### src/fpRoundPkg.sv
// --------------------
// rounding control definitions
// rounding modes, configuration commands and the status flag layout
// shared by the config block, the rounder, the top level and the testbench
// --------------------

package fpRoundPkg;

	// rounding modes, codes 5..7 are unused and round toward zero
	typedef enum logic [2:0] {
		RM_RNE = 3'd0,  // nearest, ties to even
		RM_RTZ = 3'd1,  // toward zero
		RM_RUP = 3'd2,  // toward +inf
		RM_RDN = 3'd3,  // toward -inf
		RM_RMM = 3'd4   // nearest, ties away from zero
	} rndMode_e;

	// mode loaded by reset
	localparam rndMode_e RM_RESET = RM_RNE;

	// configuration opcodes
	typedef enum logic [1:0] {
		CFG_NOP       = 2'd0,
		CFG_SET_MODE  = 2'd1,  // load mode field into the mode register
		CFG_CLR_FLAGS = 2'd2   // clear sticky status
	} cfgOp_e;

	// one-cycle command, acts only when valid is set
	typedef struct packed {
		logic     valid;
		cfgOp_e   op;
		rndMode_e mode;
	} cfgCmd_t;

	// per-result flags, also used for the sticky status
	typedef struct packed {
		logic inexact;
		logic overflow;
	} rndFlags_t;

endpackage

### src/fp16Pkg.sv
// --------------------
// binary16 format definitions shared by the rounder and its testbench
// intermediate values come in with extra guard, round and sticky bits,
// rounded values leave in plain IEEE 754 half-precision layout
// --------------------

package fp16Pkg;

	// --------------------
	// field widths
	localparam int EXP_W  = 5;   // biased exponent
	localparam int FRAC_W = 10;  // stored fraction, hidden bit not included

	// all-ones exponent marks infinity (frac 0) or NaN (frac != 0)
	localparam logic [EXP_W-1:0] EXP_MAX = '1;

	// --------------------
	// intermediate value from the upstream arithmetic unit
	// lead is the explicit leading bit, lead 0 with exp 0 is a subnormal
	typedef struct packed {
		logic              sign;
		logic [EXP_W-1:0]  exp;
		logic              lead;
		logic [FRAC_W-1:0] frac;
		logic              guard;   // first bit below the fraction lsb
		logic              rnd;     // second bit below the lsb
		logic              sticky;  // or of everything further down
	} fp16In_t;

	// rounded binary16 result
	typedef struct packed {
		logic              sign;
		logic [EXP_W-1:0]  exp;
		logic [FRAC_W-1:0] frac;
	} fp16_t;

endpackage
### src/fpRoundTop.sv
// --------------------
// binary16 rounding subsystem top level
// config block beside a one-stage rounder, the config block supplies
// the mode and collects the rounder's flags into sticky status
// --------------------

`timescale 1ns/1ps

module fpRoundTop (
	input  logic                  clk,
	input  logic                  rst,
	input  fpRoundPkg::cfgCmd_t   cfg,       // mode / clear commands
	input  fp16Pkg::fp16In_t      inData,
	input  logic                  inValid,
	output logic                  inReady,
	output fp16Pkg::fp16_t        outData,
	output fpRoundPkg::rndFlags_t outFlags,  // flags of the current result
	output logic                  outValid,
	input  logic                  outReady,
	output fpRoundPkg::rndFlags_t status     // sticky flags
);

	import fpRoundPkg::*;

	rndMode_e  mode;       // active rounding mode
	rndFlags_t flagPulse;  // per-transfer flags into the status

	// --------------------
	// configuration and status
	fpRoundCfg i_fpRoundCfg (
		.clk       (clk),
		.rst       (rst),
		.cfg       (cfg),
		.flagPulse (flagPulse),
		.mode      (mode),
		.status    (status)
	);

	// --------------------
	// rounding stage
	fpRound16 i_fpRound16 (
		.clk       (clk),
		.rst       (rst),
		.mode      (mode),
		.inData    (inData),
		.inValid   (inValid),
		.inReady   (inReady),
		.outData   (outData),
		.outFlags  (outFlags),
		.outValid  (outValid),
		.outReady  (outReady),
		.flagPulse (flagPulse)
	);

endmodule

### src/fpRound16.sv
// --------------------
// binary16 rounder, one pipeline stage
// takes an intermediate value with guard/round/sticky bits and returns
// the rounded value plus inexact and overflow flags one cycle later
// the stage enable comes from a valid/ready handshake on both sides
// --------------------

`timescale 1ns/1ps

module fpRound16 (
	input  logic                  clk,
	input  logic                  rst,
	input  fpRoundPkg::rndMode_e  mode,      // mode held at the accepting edge
	input  fp16Pkg::fp16In_t      inData,
	input  logic                  inValid,
	output logic                  inReady,
	output fp16Pkg::fp16_t        outData,
	output fpRoundPkg::rndFlags_t outFlags,
	output logic                  outValid,
	input  logic                  outReady,
	output fpRoundPkg::rndFlags_t flagPulse  // outFlags, only during the output transfer
);

	import fp16Pkg::*;
	import fpRoundPkg::*;

	localparam int MAG_W = EXP_W + FRAC_W;  // exponent and fraction side by side

	logic             isSpecial;  // inf or NaN input
	logic             anyGrs;     // any bit below the lsb set
	logic             rnd;        // round increment
	logic [MAG_W-1:0] magIn;
	logic [MAG_W-1:0] magRnd;
	logic             ovf;
	fp16_t            resNext;
	rndFlags_t        flagsNext;
	logic             xferIn;     // input transfer this cycle

	// --------------------
	// round increment
	assign isSpecial = (inData.exp == EXP_MAX);
	assign anyGrs    = inData.guard | inData.rnd | inData.sticky;

	always_comb begin
		case (mode)
			RM_RNE:  rnd = inData.guard & (inData.rnd | inData.sticky | inData.frac[0]);
			RM_RTZ:  rnd = 1'b0;                    // plain truncation
			RM_RUP:  rnd = anyGrs & ~inData.sign;   // away from zero when positive
			RM_RDN:  rnd = anyGrs & inData.sign;    // away from zero when negative
			RM_RMM:  rnd = inData.guard;            // ties go up in magnitude
			default: rnd = 1'b0;                    // unused codes truncate
		endcase
		if (isSpecial) begin
			rnd = 1'b0;  // inf and NaN are never rounded
		end
	end

	// --------------------
	// add the increment onto the fraction lsb
	// a carry out of the fraction bumps the exponent, which also turns
	// a subnormal with an all-ones fraction into the smallest normal
	assign magIn  = {inData.exp, inData.frac};
	assign magRnd = magIn + {{(MAG_W-1){1'b0}}, rnd};

	// exponent can only reach all-ones here through the carry
	assign ovf = (magRnd[MAG_W-1 -: EXP_W] == EXP_MAX) && !isSpecial;

	always_comb begin
		resNext.sign = inData.sign;             // sign never changes
		resNext.exp  = magRnd[MAG_W-1 -: EXP_W];
		resNext.frac = ovf ? '0 : magRnd[FRAC_W-1:0];  // overflow gives infinity

		flagsNext.inexact  = anyGrs && !isSpecial;
		flagsNext.overflow = ovf;
	end

	// --------------------
	// handshake and stage register
	// the stage moves whenever the output is empty or being drained
	assign inReady = !outValid || outReady;
	assign xferIn  = inValid && inReady;

	always_ff @(posedge clk) begin
		if (rst) begin
			outValid <= 1'b0;
		end else if (inReady) begin
			outValid <= inValid;  // refill or go empty
		end
	end

	// payload loads only on an accepted input, held under back-pressure
	always_ff @(posedge clk) begin
		if (xferIn) begin
			outData  <= resNext;
			outFlags <= flagsNext;
		end
	end

	// flags for the sticky status, one pulse per delivered result
	assign flagPulse = (outValid && outReady) ? outFlags : '0;

endmodule

### src/fpRoundCfg.sv
// --------------------
// rounding configuration block
// holds the active rounding mode and the sticky status flags,
// written through the command port, flags come in as one-cycle pulses
// from the rounder's output transfer
// --------------------

`timescale 1ns/1ps

module fpRoundCfg (
	input  logic                  clk,
	input  logic                  rst,
	input  fpRoundPkg::cfgCmd_t   cfg,        // command, no back-pressure
	input  fpRoundPkg::rndFlags_t flagPulse,  // flags of the result leaving this cycle
	output fpRoundPkg::rndMode_e  mode,       // mode seen by the rounder
	output fpRoundPkg::rndFlags_t status      // sticky flags
);

	import fpRoundPkg::*;

	logic setMode;   // CFG_SET_MODE this cycle
	logic clrFlags;  // CFG_CLR_FLAGS this cycle

	// --------------------
	// command decode
	assign setMode  = cfg.valid && (cfg.op == CFG_SET_MODE);
	assign clrFlags = cfg.valid && (cfg.op == CFG_CLR_FLAGS);

	// --------------------
	// mode register
	// new mode applies to inputs accepted from the next cycle on
	always_ff @(posedge clk) begin
		if (rst) begin
			mode <= RM_RESET;
		end else if (setMode) begin
			mode <= cfg.mode;
		end
	end

	// --------------------
	// sticky status
	// a clear keeps only the bits pulsed in the same cycle,
	// so a simultaneous flag pulse survives the clear
	always_ff @(posedge clk) begin
		if (rst) begin
			status <= '0;
		end else if (clrFlags) begin
			status <= flagPulse;           // set beats clear
		end else begin
			status <= status | flagPulse;  // accumulate
		end
	end

endmodule

### config.mk
export PLATFORM = sky130hd
export DESIGN_NAME = fpRoundTop
export DESIGN_NICKNAME = d
export VERILOG_FILES = /design/src/fpRoundPkg.sv /design/src/fp16Pkg.sv /design/src/fpRoundTop.sv /design/src/fpRound16.sv /design/src/fpRoundCfg.sv
export SDC_FILE = /design/constraint.sdc
export NUM_CORES = 1
export LEC_CHECK = 0
export CORE_MARGIN = 2
export CORE_UTILIZATION = 40
export CTS_BUF_LIST = sky130_fd_sc_hd__clkbuf_4
export CTS_CLUSTER_DIAMETER = 30
export DETAILED_ROUTE_END_ITERATION = 16
export DONT_BUFFER_PORTS = 1
export PLACE_DENSITY = 0.6
export SLEW_MARGIN = 20
export SYNTH_ARGS = -nofsm -noshare
export SYNTH_HDL_FRONTEND = slang
export SYNTH_SLANG_ARGS = --single-unit
### constraint.sdc
create_clock -name clk -period 7.9 [get_ports clk]
set_clock_uncertainty 0.15 [all_clocks]
set_input_delay 0.395 -clock clk [delete_from_list [all_inputs] [get_ports clk]]
set_output_delay 0.395 -clock clk [all_outputs]
set_load 0.005 [all_outputs]
==> flow_summary.yaml <==
timing:
  rsz0062_at_grt: "false"
  period_share: 0.460
  tightest_slew_ns: 0.804
  timing.hold.ws_ns: 0.0564
  fin_crit_ns: 3.63
  setup_viol: 0
  drv_slew: 0
  hold_viol: 0
  slew_headroom: 0.464
  clock.fmax_mhz: 275
  finalSetupTns_ns: 0
worst_setup_path:
  slowest_stage: "a21oi_2"
  crit_type: "reg -> reg"
  cp_slowest_stage_delay_ns: 0.62
  crit_fanout: 11
  setup.worst_path.start_class: "register"
  worstPathArrival_ns: 3.53
  endpoint_kind: "register"
  required_ns: 7.80
  crit_chain: "nor4_1 > or4b_2 > a21oi_1 > ha_1 > ha_1 > nand3_2 > or4_4 > a21oi_2 > a21oi_2"
synthesis:
  synth_edf_count: 18
  synth_commonest_cells: "18 x edfxtp_1, 10 x xnor2_1, 9 x a21oi_2, 8 x nand2_1, 7 x nor2_1"
  yosys.area.top_type_share: 0.423
  synth_nets: 141
  synth_ff_type: "edfxtp_1"
  synth.area.top_cells: "edfxtp_1 42%, dfxtp_1 9.4%, xnor2_1 6.9%"
  postSynthCellCount: 109
  synth-async-reset-ratio: 0
  yosysMostFrequentCell: "edfxtp_1"
  syn_avg_cell_area_um2: 11.7
  seq_area_frac_synth: 0.517
  ys_warn_count: 0
  syn_area_um2: 1280
  synth_cell_types: 36
  ys_ff_latch: 24
  synth.largest_area_cell: "edfxtp_1"
grt:
  grt_pass1_wl_mm: 3.77
  grt_use_met2: 0.234
  grt-busiest-layer: "met2"
  grt_antenna_before_repair: 0
  grt_pass1_vias: 838
  met3_usage: 0.0469
  gr-total-overflow: 0
  grt_use_met1: 0.167
  grt_max_degree: 19
  grt_usage: 0.143
floorplanning:
  ioPinCount: 52
  rows: 20
  die_w_um: 60.5
  fp.dieArea_um2: 3660
  initial_core_util: 0.418
  die_h_um: 60.5
  core_area_um2: 3050
route:
  via_count: 851
  drt_iter0_drc: 22
  firstDrtPassIters: 4
  drt-wirelength-per-cell_um: 15.5
  route.detailed.drc: 0
  wl_mm: 2.43
  avgViaCountPerCell: 5.42
  ant_nets: 0
cts:
  clk_pin_slew_worst_paths_ns: 0.13
  clk-insertion-delay-late_ns: 0.31
  post-cts-setup-buffers: 0
  cts.sinks: 24
  numCtsBuffers: 3
  cts_buffer_depth: 2
  cts_root_buf: "clkbuf_4"
  cts_max_level: 1
  cts_tree: "built"
place:
  dpl.hpwl_mm: 1.90
  dpl_cell_area_um2: 1320
  gp_congestion: 0.788
  portBuffers: 0
  place_inst: 151
power_and_ir_drop:
  power_density_nw_per_um2: 166
  peakVddDrop_mv: 0.0447
  leakage_nw: 0.433
  power.total_uw: 227
finish:
  nFillCells: 293
  fin_area_um2: 1370
  final-instance-count-excl-fill: 157
  nNetsFinal: 146
  antenna_cells: 0
  drive_above_1_share: 0.177
  synthToLayoutAreaGrowth_pct: 7.15
job:
  cap_violations: 0
outcome:
  status: "completed"
min_path:
  hold_class: "in -> reg"
-- what timing repair did --
item	4_1_cts	5_1_grt
hold buffers	1	1
resized for setup	0	0
hold endpoints to repair	6	1
-- metal layers --
| metal | up-vias | wire (µm) |
|---|---|---|
| met5 | - | 0 |
| met4 | 0 | 44 |
| li1 | 415 | - |
| met1 | 395 | 1010 |
| met3 | 4 | 194 |
| met2 | 37 | 1180 |
-- report_power, final --
group	switching (mW)	internal [mW]
clock network	0.0352	0.0185
registers	0.00444	0.145
logic	0.0135	0.0108
-- through the flow --
stage,utilization,setup WS (ns)
2_1_floorplan,-,4.85
3_3_place_gp,0.431,4.25
3_5_place_dp,0.431,4.21
4_1_cts,0.443,4.21
5_1_grt,0.448,4.06
6_report,0.448,4.27
-- worst paths after layout --
path                               start                      to  slack (ns)  cells past startpoint
hold reg to reg   i_fpRoundCfg.status[1]  i_fpRoundCfg.status[1]        0.38                      2
setup / recovery    i_fpRoundCfg.mode[2]  i_fpRound16.outData[3]        4.27                      9
setup reg to reg    i_fpRoundCfg.mode[2]  i_fpRound16.outData[3]        4.27                      9
hold / removal                   inValid    i_fpRound16.outValid        0.06                      2
-- cell type report --
type / count / area (µm²) / share of cell area
Tap cell: 44 / 55.1 / 0.0402
Clock buffer: 3 / 22.5 / 0.0165
Inverter: 2 / 7.51 / 0.00548
Timing Repair Buffer: 2 / 20.0 / 0.0146
Clock inverter: 1 / 3.75 / 0.00274
Multi-Input combinational cell: 81 / 599 / 0.438
Sequential cell: 24 / 661 / 0.483
-- sequential cells by signal (all words and copies together) (netlist names) --
name / flops
i_fpRound16.outData: 16
i_fpRound16.outFlags: 2
i_fpRound16.outValid: 1
i_fpRoundCfg.mode: 3
i_fpRoundCfg.status: 2
-- placed cells by master, fill, tap and decap left out, types with 3 or more instances in the layout --
master,instances
nand2_1,8
dfxtp_1,6
a21oi_2,9
a21oi_1,3
xor2_1,4
nor2_1,7
edfxtp_1,18
nand3_1,4
clkbuf_4,3
xnor2_1,10
mux2i_1,3
-- critical path: cells and delay by family, from the launching register on --
family          cells  cell delay [ns]
compound gates      3             0.90
fa+ha+maj           2             0.58
simple gates        4             1.36
flops               1             0.38
-- kinds of logic (layout without fill, tap and decap cells) --
logic type      count (synthesis)  after routing  synth area share
mux                             3              3            0.0235
simple gates                   43             43             0.201
fa+ha+maj                       2              2            0.0196
flops                          24             24             0.517
xor+xnor                       14             14            0.0960
buf+inv                         4              8            0.0186
compound gates                 19             19             0.124
Note: power is estimated with default switching activity, not from simulation.
